**config.mk**
```make
export PLATFORM = sky130hd
export DESIGN_NAME = issue_stage
export DESIGN_NICKNAME = d
export VERILOG_FILES = /design/src/design/issue_pkg.sv /design/src/design/issue_chan_if.sv /design/src/design/issue_dispatch.sv /design/src/design/issue_regfile.sv /design/src/design/issue_scoreboard.sv /design/src/design/issue_stage.sv /design/src/design/skid_buffer.sv
export SDC_FILE = /design/constraint.sdc
export NUM_CORES = 2
export LEC_CHECK = 0
export BUFFER_PORTS_ARGS = -buffer_cell sky130_fd_sc_hd__clkbuf_2
export CAP_MARGIN = 30
export CORE_ASPECT_RATIO = 1.4
export CORE_MARGIN = 5
export CORE_UTILIZATION = 50
export CTS_BUF_LIST = sky130_fd_sc_hd__clkbuf_8
export DETAILED_ROUTE_END_ITERATION = 7
export GPL_TIMING_DRIVEN = 0
export PLACE_DENSITY = 0.67
export SKIP_CTS_REPAIR_TIMING = 1
export SLEW_MARGIN = 20
export SYNTH_ARGS = -nofsm -noshare
export SYNTH_HDL_FRONTEND = slang
export SYNTH_SLANG_ARGS = --single-unit
```
**constraint.sdc**
```tcl
create_clock -name clk_core -period 24.9 [get_ports clk_core]
set_input_delay 1.245 -clock clk_core [delete_from_list [all_inputs] [get_ports clk_core]]
set_output_delay 1.245 -clock clk_core [all_outputs]
set_load 0.03 [all_outputs]
```
**src/design/issue_pkg.sv**
```systemverilog
package issue_pkg;

  localparam int XLEN = 32;
  localparam int REG_ADDR_W = 5;
  localparam int NUM_REGS = 32;

  typedef logic [REG_ADDR_W-1:0] reg_addr_t;
  typedef logic [XLEN-1:0] word_t;
  typedef logic [NUM_REGS-1:0] reg_mask_t;

  // x0 never holds a value and is never pending
  localparam reg_addr_t REG_ZERO = '0;

  typedef enum logic [0:0] {
    UNIT_ALU = 1'b0,
    UNIT_MEM = 1'b1
  } unit_e;

  typedef enum logic [2:0] {
    ALU_ADD = 3'd0,
    ALU_SUB = 3'd1,
    ALU_AND = 3'd2,
    ALU_OR  = 3'd3,
    ALU_XOR = 3'd4,
    ALU_SLL = 3'd5,
    ALU_SRL = 3'd6,
    ALU_SLT = 3'd7
  } alu_op_e;

  // Decoded instruction as delivered by decode
  typedef struct packed {
    unit_e     unit;
    alu_op_e   alu_op;
    logic      is_store;
    logic      writes_rd;
    reg_addr_t rd_addr;
    reg_addr_t rs1_addr;
    reg_addr_t rs2_addr;
    word_t     imm;
    word_t     pc;
  } issue_instr_t;

  typedef struct packed {
    alu_op_e   alu_op;
    logic      writes_rd;
    reg_addr_t rd_addr;
    word_t     rs1_val;
    word_t     rs2_val;
    word_t     imm;
    word_t     pc;
  } alu_payload_t;

  // Base and store data are the rs1 and rs2 values
  typedef struct packed {
    logic      is_store;
    logic      writes_rd;
    reg_addr_t rd_addr;
    word_t     base;
    word_t     store_data;
    word_t     imm;
  } mem_payload_t;

endpackage

```
**src/design/issue_chan_if.sv**
```systemverilog
interface issue_chan_if
  import issue_pkg::*;
();

  logic         valid;
  logic         ready;
  issue_instr_t instr;
  word_t        rs1_val;
  word_t        rs2_val;

  // Scoreboard side
  modport src(output valid, output instr, output rs1_val, output rs2_val, input ready);

  // Dispatch side
  modport dst(input valid, input instr, input rs1_val, input rs2_val, output ready);

endinterface

```
**src/design/issue_dispatch.sv**
```systemverilog
module issue_dispatch
  import issue_pkg::*;
(
  input  logic         clk_core,
  input  logic         rst_core_n,

  input  logic         flush_i,

  issue_chan_if.dst    in,

  output logic         alu_valid_o,
  output alu_payload_t alu_payload_o,
  input  logic         alu_ready_i,

  output logic         mem_valid_o,
  output mem_payload_t mem_payload_o,
  input  logic         mem_ready_i
);

  logic         is_alu;
  logic         leaving;
  logic         take;
  alu_payload_t alu_d;
  mem_payload_t mem_d;

  assign is_alu = (in.instr.unit == UNIT_ALU);

  // Held item moves into its skid buffer this cycle
  assign leaving = (alu_valid_o && alu_ready_i) || (mem_valid_o && mem_ready_i);
  assign in.ready = (!alu_valid_o && !mem_valid_o) || leaving;
  assign take = in.valid && in.ready;

  always_comb begin
    alu_d.alu_op    = in.instr.alu_op;
    alu_d.writes_rd = in.instr.writes_rd;
    alu_d.rd_addr   = in.instr.rd_addr;
    alu_d.rs1_val   = in.rs1_val;
    alu_d.rs2_val   = in.rs2_val;
    alu_d.imm       = in.instr.imm;
    alu_d.pc        = in.instr.pc;

    mem_d.is_store   = in.instr.is_store;
    mem_d.writes_rd  = in.instr.writes_rd;
    mem_d.rd_addr    = in.instr.rd_addr;
    mem_d.base       = in.rs1_val;
    mem_d.store_data = in.rs2_val;
    mem_d.imm        = in.instr.imm;
  end

  always_ff @(posedge clk_core or negedge rst_core_n) begin
    if (!rst_core_n) begin
      alu_valid_o <= 1'b0;
      mem_valid_o <= 1'b0;
    end else if (flush_i) begin
      alu_valid_o <= 1'b0;
      mem_valid_o <= 1'b0;
    end else if (take) begin
      alu_valid_o <= is_alu;
      mem_valid_o <= !is_alu;
    end else begin
      if (alu_ready_i) alu_valid_o <= 1'b0;
      if (mem_ready_i) mem_valid_o <= 1'b0;
    end
  end

  // Only the selected channel loads, the other keeps its old payload
  always_ff @(posedge clk_core) begin
    if (take && is_alu) alu_payload_o <= alu_d;
    if (take && !is_alu) mem_payload_o <= mem_d;
  end

  a_one_channel: assert property (@(posedge clk_core) disable iff (!rst_core_n)
    !(alu_valid_o && mem_valid_o))
    else $error("both channel valids set in dispatch");

  a_alu_hold: assert property (@(posedge clk_core) disable iff (!rst_core_n)
    alu_valid_o && !alu_ready_i && !flush_i |=> alu_valid_o && $stable(alu_payload_o))
    else $error("ALU payload changed under back-pressure");

  a_mem_hold: assert property (@(posedge clk_core) disable iff (!rst_core_n)
    mem_valid_o && !mem_ready_i && !flush_i |=> mem_valid_o && $stable(mem_payload_o))
    else $error("memory payload changed under back-pressure");

endmodule

```
**src/design/issue_regfile.sv**
```systemverilog
module issue_regfile
  import issue_pkg::*;
(
  input  logic      clk_core,
  input  logic      rst_core_n,

  input  reg_addr_t rd_addr1_i,
  input  reg_addr_t rd_addr2_i,
  output word_t     rd_data1_o,
  output word_t     rd_data2_o,

  input  logic      wr_en_i,
  input  reg_addr_t wr_addr_i,
  input  word_t     wr_data_i
);

  // No storage behind x0
  word_t regs [1:NUM_REGS-1];

  always_ff @(posedge clk_core or negedge rst_core_n) begin
    if (!rst_core_n) begin
      for (int i = 1; i < NUM_REGS; i++) begin
        regs[i] <= '0;
      end
    end else if (wr_en_i && (wr_addr_i != REG_ZERO)) begin
      regs[wr_addr_i] <= wr_data_i;
    end
  end

  // Combinational reads, x0 reads as zero
  always_comb begin
    rd_data1_o = '0;
    rd_data2_o = '0;
    if (rd_addr1_i != REG_ZERO) begin
      rd_data1_o = regs[rd_addr1_i];
    end
    if (rd_addr2_i != REG_ZERO) begin
      rd_data2_o = regs[rd_addr2_i];
    end
  end

endmodule

```
**src/design/issue_scoreboard.sv**
```systemverilog
module issue_scoreboard
  import issue_pkg::*;
(
  input  logic         clk_core,
  input  logic         rst_core_n,

  input  logic         flush_i,

  input  logic         instr_valid_i,
  input  issue_instr_t instr_i,
  output logic         instr_ready_o,

  input  logic         wb_en_i,
  input  reg_addr_t    wb_addr_i,

  output reg_addr_t    rs1_addr_o,
  output reg_addr_t    rs2_addr_o,
  input  word_t        rs1_val_i,
  input  word_t        rs2_val_i,

  issue_chan_if.src    out
);

  reg_mask_t pending_q;
  reg_mask_t pending_d;
  logic      hazard;
  logic      out_free;
  logic      accept;

  assign rs1_addr_o = instr_i.rs1_addr;
  assign rs2_addr_o = instr_i.rs2_addr;

  // pending_q[0] is never set, so x0 needs no special case here
  assign hazard = pending_q[instr_i.rs1_addr] || pending_q[instr_i.rs2_addr] ||
                  (instr_i.writes_rd && pending_q[instr_i.rd_addr]);

  // Output register empty or draining this cycle
  assign out_free = !out.valid || out.ready;

  assign instr_ready_o = !flush_i && out_free && !hazard;
  assign accept = instr_valid_i && instr_ready_o;

  // Clear from writeback first so that a set on the same register wins
  always_comb begin
    pending_d = pending_q;
    if (wb_en_i) begin
      pending_d[wb_addr_i] = 1'b0;
    end
    if (accept && instr_i.writes_rd && (instr_i.rd_addr != REG_ZERO)) begin
      pending_d[instr_i.rd_addr] = 1'b1;
    end
  end

  always_ff @(posedge clk_core or negedge rst_core_n) begin
    if (!rst_core_n) begin
      pending_q <= '0;
      out.valid <= 1'b0;
    end else if (flush_i) begin
      pending_q <= '0;
      out.valid <= 1'b0;
    end else begin
      pending_q <= pending_d;
      if (accept) begin
        out.valid <= 1'b1;
      end else if (out.ready) begin
        out.valid <= 1'b0;
      end
    end
  end

  // First pipeline register, payload only
  always_ff @(posedge clk_core) begin
    if (accept) begin
      out.instr   <= instr_i;
      out.rs1_val <= rs1_val_i;
      out.rs2_val <= rs2_val_i;
    end
  end

  // A register whose writeback is still on its way counts as pending
  a_no_pending_source: assert property (@(posedge clk_core) disable iff (!rst_core_n)
    accept && wb_en_i && (wb_addr_i != REG_ZERO) |->
      (wb_addr_i != instr_i.rs1_addr) && (wb_addr_i != instr_i.rs2_addr))
    else $error("instruction accepted while a source register is pending");

endmodule

```
**src/design/issue_stage.sv**
```systemverilog
module issue_stage
  import issue_pkg::*;
(
  input  logic         clk_core,
  input  logic         rst_core_n,

  input  logic         instr_valid_i,
  output logic         instr_ready_o,
  input  issue_instr_t instr_i,

  output logic         alu_valid_o,
  input  logic         alu_ready_i,
  output alu_payload_t alu_payload_o,

  output logic         mem_valid_o,
  input  logic         mem_ready_i,
  output mem_payload_t mem_payload_o,

  input  logic         wb_en_i,
  input  reg_addr_t    wb_addr_i,
  input  word_t        wb_data_i,

  input  logic         flush_req_i,
  output logic         flush_ack_o
);

  reg_addr_t    rs1_addr, rs2_addr;
  word_t        rs1_val, rs2_val;

  // Dispatch to skid buffer links
  logic         disp_alu_valid, disp_alu_ready;
  logic         disp_mem_valid, disp_mem_ready;
  alu_payload_t disp_alu_payload;
  mem_payload_t disp_mem_payload;

  issue_chan_if u_chan ();

  issue_regfile u_regfile (
    .clk_core   (clk_core),
    .rst_core_n (rst_core_n),
    .rd_addr1_i (rs1_addr),
    .rd_addr2_i (rs2_addr),
    .rd_data1_o (rs1_val),
    .rd_data2_o (rs2_val),
    .wr_en_i    (wb_en_i),
    .wr_addr_i  (wb_addr_i),
    .wr_data_i  (wb_data_i)
  );

  issue_scoreboard u_scoreboard (
    .clk_core      (clk_core),
    .rst_core_n    (rst_core_n),
    .flush_i       (flush_req_i),
    .instr_valid_i (instr_valid_i),
    .instr_i       (instr_i),
    .instr_ready_o (instr_ready_o),
    .wb_en_i       (wb_en_i),
    .wb_addr_i     (wb_addr_i),
    .rs1_addr_o    (rs1_addr),
    .rs2_addr_o    (rs2_addr),
    .rs1_val_i     (rs1_val),
    .rs2_val_i     (rs2_val),
    .out           (u_chan.src)
  );

  issue_dispatch u_dispatch (
    .clk_core      (clk_core),
    .rst_core_n    (rst_core_n),
    .flush_i       (flush_req_i),
    .in            (u_chan.dst),
    .alu_valid_o   (disp_alu_valid),
    .alu_payload_o (disp_alu_payload),
    .alu_ready_i   (disp_alu_ready),
    .mem_valid_o   (disp_mem_valid),
    .mem_payload_o (disp_mem_payload),
    .mem_ready_i   (disp_mem_ready)
  );

  skid_buffer #(.T(alu_payload_t)) u_alu_skid (
    .clk_core   (clk_core),
    .rst_core_n (rst_core_n),
    .flush_i    (flush_req_i),
    .valid_i    (disp_alu_valid),
    .ready_o    (disp_alu_ready),
    .data_i     (disp_alu_payload),
    .valid_o    (alu_valid_o),
    .ready_i    (alu_ready_i),
    .data_o     (alu_payload_o)
  );

  skid_buffer #(.T(mem_payload_t)) u_mem_skid (
    .clk_core   (clk_core),
    .rst_core_n (rst_core_n),
    .flush_i    (flush_req_i),
    .valid_i    (disp_mem_valid),
    .ready_o    (disp_mem_ready),
    .data_i     (disp_mem_payload),
    .valid_o    (mem_valid_o),
    .ready_i    (mem_ready_i),
    .data_o     (mem_payload_o)
  );

  // Acknowledge trails the request by one cycle on both edges
  always_ff @(posedge clk_core or negedge rst_core_n) begin
    if (!rst_core_n) begin
      flush_ack_o <= 1'b0;
    end else begin
      flush_ack_o <= flush_req_i;
    end
  end

endmodule

```
**src/design/skid_buffer.sv**
```systemverilog
module skid_buffer
  import issue_pkg::*;
#(
  parameter type T = word_t
) (
  input  logic clk_core,
  input  logic rst_core_n,

  input  logic flush_i,

  input  logic valid_i,
  output logic ready_o,
  input  T     data_i,

  output logic valid_o,
  input  logic ready_i,
  output T     data_o
);

  // Entry 0 drives the output, entry 1 catches the item in flight
  logic v0_q, v1_q;
  logic v0_d, v1_d;
  T     d0_q, d1_q;
  logic wr_en, rd_en;
  logic ld0_in, ld0_skid, ld1;

  // Registered ready, entry 1 only fills while entry 0 is full
  assign ready_o = !v1_q;
  assign valid_o = v0_q;
  assign data_o  = d0_q;

  assign wr_en = valid_i && ready_o;
  assign rd_en = v0_q && ready_i;

  always_comb begin
    v0_d     = v0_q;
    v1_d     = v1_q;
    ld0_in   = 1'b0;
    ld0_skid = 1'b0;
    ld1      = 1'b0;
    if (rd_en) begin
      if (v1_q) begin
        ld0_skid = 1'b1;
        v1_d     = 1'b0;
      end else if (wr_en) begin
        ld0_in = 1'b1;
      end else begin
        v0_d = 1'b0;
      end
    end else if (wr_en) begin
      if (v0_q) begin
        ld1  = 1'b1;
        v1_d = 1'b1;
      end else begin
        ld0_in = 1'b1;
        v0_d   = 1'b1;
      end
    end
  end

  always_ff @(posedge clk_core or negedge rst_core_n) begin
    if (!rst_core_n) begin
      v0_q <= 1'b0;
      v1_q <= 1'b0;
    end else if (flush_i) begin
      v0_q <= 1'b0;
      v1_q <= 1'b0;
    end else begin
      v0_q <= v0_d;
      v1_q <= v1_d;
    end
  end

  always_ff @(posedge clk_core) begin
    if (ld0_in) d0_q <= data_i;
    else if (ld0_skid) d0_q <= d1_q;
    if (ld1) d1_q <= data_i;
  end

  // A full, stalled buffer keeps both entries untouched
  a_no_write_full: assert property (@(posedge clk_core) disable iff (!rst_core_n)
    v0_q && v1_q && !ready_i && !flush_i |=>
      v0_q && v1_q && $stable(d0_q) && $stable(d1_q))
    else $error("write into full skid buffer");

endmodule

```
# After elaboration in Yosys (flattened, before gate mapping)

Index checks and enable logic that the tools add are counted.

Register bits after elaboration: 1891
Input bits: 129
Output and inout port bits: 244
Logic and storage cells: 229

Magnitude comparators: 10
Equality and inequality tests: 6
Mux-type cells: 73
Bitwise logic cells: 7
Reductions and logical operators: 45

Operators by type and width:

| kind                                                                         | count |
|---|---|
| 992-bit bitwise mux                                                          | 1 |
| 32-bit binary-select mux with 5-bit select                                   | 2 |
| 137-bit 2-to-1 mux                                                           | 2 |
| 32-bit 2-to-1 mux                                                            | 8 |
| 103-bit 2-to-1 mux                                                           | 2 |
| 32-bit demux with 5-bit select                                               | 1 |
| 1-bit 2-to-1 mux                                                             | 52 |
| 32-bit AND                                                                   | 1 |
| 32-bit NOT                                                                   | 1 |
| 32-bit bitwise OR                                                            | 1 |
| 5-bit by 6-bit less-than comparator with 1-bit output, second input constant | 4 |
| 5-bit nonzero test                                                           | 4 |
| 6-bit >= comparator, second input constant                                   | 3 |
| 1-bit logical AND                                                            | 18 |
| 3-bit != test, second input constant                                         | 6 |
| 5-bit NOT with 6-bit output                                                  | 3 |
| 1-bit binary-select mux with 5-bit select                                    | 3 |
| 3-bit nonzero test                                                           | 5 |
| 1-bit demux with 5-bit select                                                | 2 |
| 5-bit by 1-bit >= comparator with 1-bit output, second input constant        | 2 |
| 1-bit zero test                                                              | 7 |
| 6-bit by 1-bit less-than comparator with 1-bit output, second input constant | 1 |
| 3-bit AND reduction                                                          | 2 |
| 1-bit logical OR                                                             | 5 |
| other kinds (3)                                                              | 5 |

# Depth between registers and ports, before layout

Depth in word-level cells: 12
Depth in mapped cells: 9
Gate-level depth less buffers: 5

# Modules after synthesis

Synthesis repeated with hierarchy kept, for this count alone.

Cells, all modules: 5539
Area total of the unflattened synthesis: 86616.8 µm²

Modules (own cells, without submodules):

| module                   | times used | cells an instance | area an instance (µm²) | seq. area each (µm²) |
|---|---|---|---|---|
| issue_regfile            | 1          | 4066              | 53385.0                | 24823.8 |
| skid_buffer (u_alu_skid) | 1          | 440               | 10654.0                | 8277.9 |
| skid_buffer (u_mem_skid) | 1          | 334               | 7831.3                 | 6236.0 |
| issue_scoreboard         | 1          | 441               | 7370.8                 | 5300.1 |
| issue_dispatch           | 1          | 257               | 7350.8                 | 7257.0 |
| issue_stage              | 1          | 1                 | 25.0                   | 25.0 |

# Worst setup path before layout

No wires, ideal clock.

Path type: in2reg
Start: input instr_i[66] (netlist bit)
End: register, netlist name u_scoreboard.out.instr[0]
Setup time: 1025 ps
Arrival: 17060 ps
Required time: 23875 ps
Slack: 6814 ps
Cell stages on the path: 7
Path buffers: 2
Cells stage by stage: clkbuf_1 mux4_2 a221oi_1 and3_1 o22ai_2 buf_4 nor4b_1

Longest elaborated chain between the ends: 7

RTL lines:

| item                                      | RTL line               | RTL |
|---|---|---|
| from (decl)                               | issue_stage.sv:9       | `input issue_instr_t instr_i,` |
| 1-bit binary-select mux with 5-bit select | issue_scoreboard.sv:34 | `assign hazard = pending_q[instr_i.rs1_addr] \|\| pending_q[instr_i.rs2_addr] \|\|` |
| 1-bit 2-to-1 mux (implied by the code)    | issue_scoreboard.sv:34 |  |
| 1-bit logical OR (2 in series)            | issue_scoreboard.sv:34 |  |
| 1-bit zero test                           | issue_scoreboard.sv:40 | `assign instr_ready_o = !flush_i && out_free && !hazard;` |
| 1-bit logical AND                         | issue_scoreboard.sv:40 |  |
| 1-bit logical AND                         | issue_scoreboard.sv:41 | `assign accept = instr_valid_i && instr_ready_o;` |

Every way passes these cells. The select of a mux whose other input is x is not followed.
A chain may end at the register's enable or synchronous reset.

# Final worst setup path

Start: input instr_i[64] (netlist bit)
End: output instr_ready_o

Longest elaborated chain between the ends: 6

RTL lines:

| item                                      | RTL line               | RTL |
|---|---|---|
| 1-bit binary-select mux with 5-bit select | issue_scoreboard.sv:34 |  |
| 1-bit 2-to-1 mux (implied by the code)    | issue_scoreboard.sv:34 |  |
| 1-bit logical OR (2 in series)            | issue_scoreboard.sv:34 |  |
| 1-bit zero test                           | issue_scoreboard.sv:40 |  |
| 1-bit logical AND                         | issue_scoreboard.sv:40 |  |
| to (decl)                                 | issue_stage.sv:8       | `output logic instr_ready_o,` |

Every way passes these cells. The select of a mux whose other input is x is not followed.

==> impl_results.md <==
- Maximum fanout count along the critical path: 10
- Relative area change from synthesis to final layout: 14.9%
- Clock buffer depth: 4
- CTS Sinks: 1891
- Number of buffers inserted by port buffering: between 300 and 400
- Setup WS post-layout: 19290 ps
- Post-layout utilization of the core: 0.576
- Number of enable-type register cells in the synthesized netlist: 859
- Half-perimeter wire length after detailed placement: 186000 um
- Post-route setup TNS: 0 ps
- Gr ovfl total: 0
- Setup Skew: ~80 ps
- Global-route usage over all layers: 0.299
- Setup repair after global routing missed its margin: no
- Total area of sequential cells: 0.0516 sq mm
- Placed Area: around 0.091 sq mm
- Share of the cycle needed by the critical path after routing: 0.225
- CTS root buf: sky130_fd_sc_hd__clkbuf_8
- Final setup violating endpoints: 0
- Final-report max-slew violation count: 0
- Leading cell type in the layout, fill and taps excluded: sky130_fd_sc_hd__mux2_2
- First-iteration detailed-routing DRC count: 4711
- TritonCTS clock tree: done
- Share of layout cells above drive strength 1: 0.542
- Worst r2r src: u_scoreboard.pending_q[27]
- Power Dens Cells: 77.2 mW/mm^2
- Synth top area share: 0.308
- Ys flop type: sky130_fd_sc_hd__dfrtp_1
- Vias per inst: 6.28
- Worst Setup Path Type: in -> out
- Arrival @ worst endpoint: about 4400 ps
- Share of synthesized area occupied by flip-flops and latches: 0.615
- Count of distinct cell types in the synthesized netlist: 45
- Hold crit path type: in -> async
- Highest attainable clock frequency: approximately 0.18 GHz
- Number of placed instances, taps included: 7336
- Vias in the first global route: 51600
- Main area contributors after synthesis: sky130_fd_sc_hd__dfrtp_1 (31%), sky130_fd_sc_hd__edfxtp_1 (31%), sky130_fd_sc_hd__mux2_2 (18%)
- Effective utilization at floorplan: 0.501
- Number of detailed-routing iterations run before antenna repair: 8
- Antenna violations before repair: 31
- Number of top-level pins: 373
- Global-route wire length before repair: 375000 um
- Worst-path clk slew: 60 ps
- Horiz. Die Dim: 356 um
- Asr flop ratio synth: 0.546
- Post-route worst hold slack: 192 ps
- Worst Reg2Reg Path Length in Cells: 15
- Insertion delay to the later sink of the worst-skew pair: approximately 1000 ps
- Launching element of the worst setup path: instr_i[64]
- Die Height: between 400 and 500 um
- Combined area of all synthesized cells: between 0.08 and 0.09 sq mm
- Remaining max-slew budget at the tightest pin: 0.250
- Total number of nets in the final design: 5524
- Final hold violation count: 0
- GPL Wtd Cong: 0.934
- Htree depth: 5
- Clock period minus worst slack: 5610 ps
- Number of placement rows: 178
- Total length of routed wires: 264000 um
- Fill cell total of the finished layout: 12900
- Avg WL per Cell: 33.5 um
- Synth Register Bits: 1891
- Count of vias placed by the detailed router: around 50000
- Final std cell area, no fill: slightly below 0.1 sq mm
- Area leader, netlist: sky130_fd_sc_hd__dfrtp_1
- Cells after Synth: roughly 4600
- Total CTS buffers: 300
- Startpoint types: primary input
- Final cell count without fillers: 7867
- Overall die area: roughly 0.18 sq mm
- Highest ir drop seen on vdd: 0.0000545 V
- Yosys warning count: 0
- Required arrival time at the worst endpoint: roughly 24000 ps
- Number of nets with antenna violations after detailed routing: 0
- Run status: finished, final reports clean
- Kind of end point of the critical path: primary output
- Post-layout power: 7.44 mW
- Maximum number of pins on one net before global-route repair: 90
- Cell leakage power: 38.5 nW
- Core footprint: 0.167 sq mm
- Mapped Avg Cell Area: 18.4 sq um
- Actual transition at the worst max-transition pin: 1120 ps
- Remaining DRCs: 0
- Most frequent cells in the layout: sky130_fd_sc_hd__mux2_2 (1354), sky130_fd_sc_hd__dfrtp_1 (1032), sky130_fd_sc_hd__edfxtp_1 (859)
- Max-cap violations: 0
- Pre-CTS setup slack: 18460 ps
- Multi-input combinational cell area: 0.0309 sq mm
- Number of nets in the synthesized netlist: 4690
==> layer usage <==
layer  track usage  vias up  routed length, um
met5             0        -                207
met4         0.150       28              14600
met3        0.0876      763              24800
met2         0.483     2580             127000
met1         0.371    26300              96700
li1              -    19800                  -
==> power by group <==
| group | internal, mW | switching (mW) |
|---|---|---|
| logic | 0.665 | 0.473 |
| registers | 3.60 | 0.236 |
| clock network | 1.25 | 1.21 |
| total | 5.52 | 1.92 |
==> path summary, 6_finish.rpt <==
path,end,slack (ps)
max reg2reg,u_scoreboard.out.instr[31],20190
max in group asynchronous,u_regfile.regs[420],22480
min,u_regfile.regs[434],190
min reg2reg,u_dispatch.alu_payload_o[21],410
max,instr_ready_o,19290
min in group clk_core,u_scoreboard.out.instr[13],380
==> cells by family after synthesis <==
kind of cell / after synthesis / share of synthesized area
muxes: 1964 / 0.343
DFF: 1891 / 0.615
buffers and inverters: 404 / 0.0184
and+or+nand+nor: 177 / 0.0117
AOI/OAI and AO/OA: 125 / 0.0122
==> final cells by class <==
type                    instances  area share
diodes                         16    0.000415
inverters                       7    0.000350
flip-flops and latches       1891       0.535
clock buffers                 341      0.0487
multi-input cells            2266       0.320
repair buffers                532      0.0415
well taps                    2250      0.0292
plain buffers                 397      0.0173
clock inverters               167     0.00745
==> cell usage after synthesis, types with 2 or more instances <==
library cell	count
sky130_fd_sc_hd__and2_1	2
sky130_fd_sc_hd__inv_2	2
sky130_fd_sc_hd__nor3_1	6
sky130_fd_sc_hd__a22o_1	64
sky130_fd_sc_hd__buf_2	12
sky130_fd_sc_hd__mux2_2	1354
sky130_fd_sc_hd__o21ai_0	3
sky130_fd_sc_hd__a211oi_1	2
sky130_fd_sc_hd__nand3b_1	24
sky130_fd_sc_hd__nor2b_1	6
sky130_fd_sc_hd__nor2_1	43
sky130_fd_sc_hd__a221oi_1	2
sky130_fd_sc_hd__inv_1	5
sky130_fd_sc_hd__dfrtp_1	1032
sky130_fd_sc_hd__nand2b_1	8
sky130_fd_sc_hd__nand4_1	3
sky130_fd_sc_hd__o31ai_1	21
sky130_fd_sc_hd__or2_2	2
sky130_fd_sc_hd__o221ai_1	8
sky130_fd_sc_hd__a21oi_1	8
sky130_fd_sc_hd__clkbuf_1	289
sky130_fd_sc_hd__mux2i_1	16
sky130_fd_sc_hd__nand2_1	38
sky130_fd_sc_hd__a22oi_1	2
sky130_fd_sc_hd__o41ai_1	8
sky130_fd_sc_hd__mux4_2	594
sky130_fd_sc_hd__buf_4	2
sky130_fd_sc_hd__nand3_1	10
sky130_fd_sc_hd__or3b_2	20
sky130_fd_sc_hd__edfxtp_1	859
sky130_fd_sc_hd__buf_1	93
sky130_fd_sc_hd__nor3b_1	6
sky130_fd_sc_hd__and3_1	5
==> critical path: stages <==
cell                       delay, ps
sky130_fd_sc_hd__buf_2           270
sky130_fd_sc_hd__buf_2           490
sky130_fd_sc_hd__buf_2           570
sky130_fd_sc_hd__mux4_2          440
sky130_fd_sc_hd__nor2_1          130
sky130_fd_sc_hd__o22ai_2         170
sky130_fd_sc_hd__clkbuf_1        320
sky130_fd_sc_hd__nor3_1          380
sky130_fd_sc_hd__clkbuf_2        300
==> sequential cells by signal, indices dropped and copies added, names as in the netlist, 32 cells and up <==
| name | cells |
|---|---|
| u_alu_skid.d1_q | 137 |
| u_alu_skid.data_o | 137 |
| u_dispatch.alu_payload_o | 137 |
| u_dispatch.mem_payload_o | 103 |
| u_mem_skid.d1_q | 103 |
| u_mem_skid.data_o | 103 |
| u_regfile.regs | 992 |
| u_scoreboard.out.instr | 75 |
| u_scoreboard.out.rs1_val | 32 |
| u_scoreboard.out.rs2_val | 32 |
| u_scoreboard.pending_q | 32 |
(Power assumes the default switching activity.)
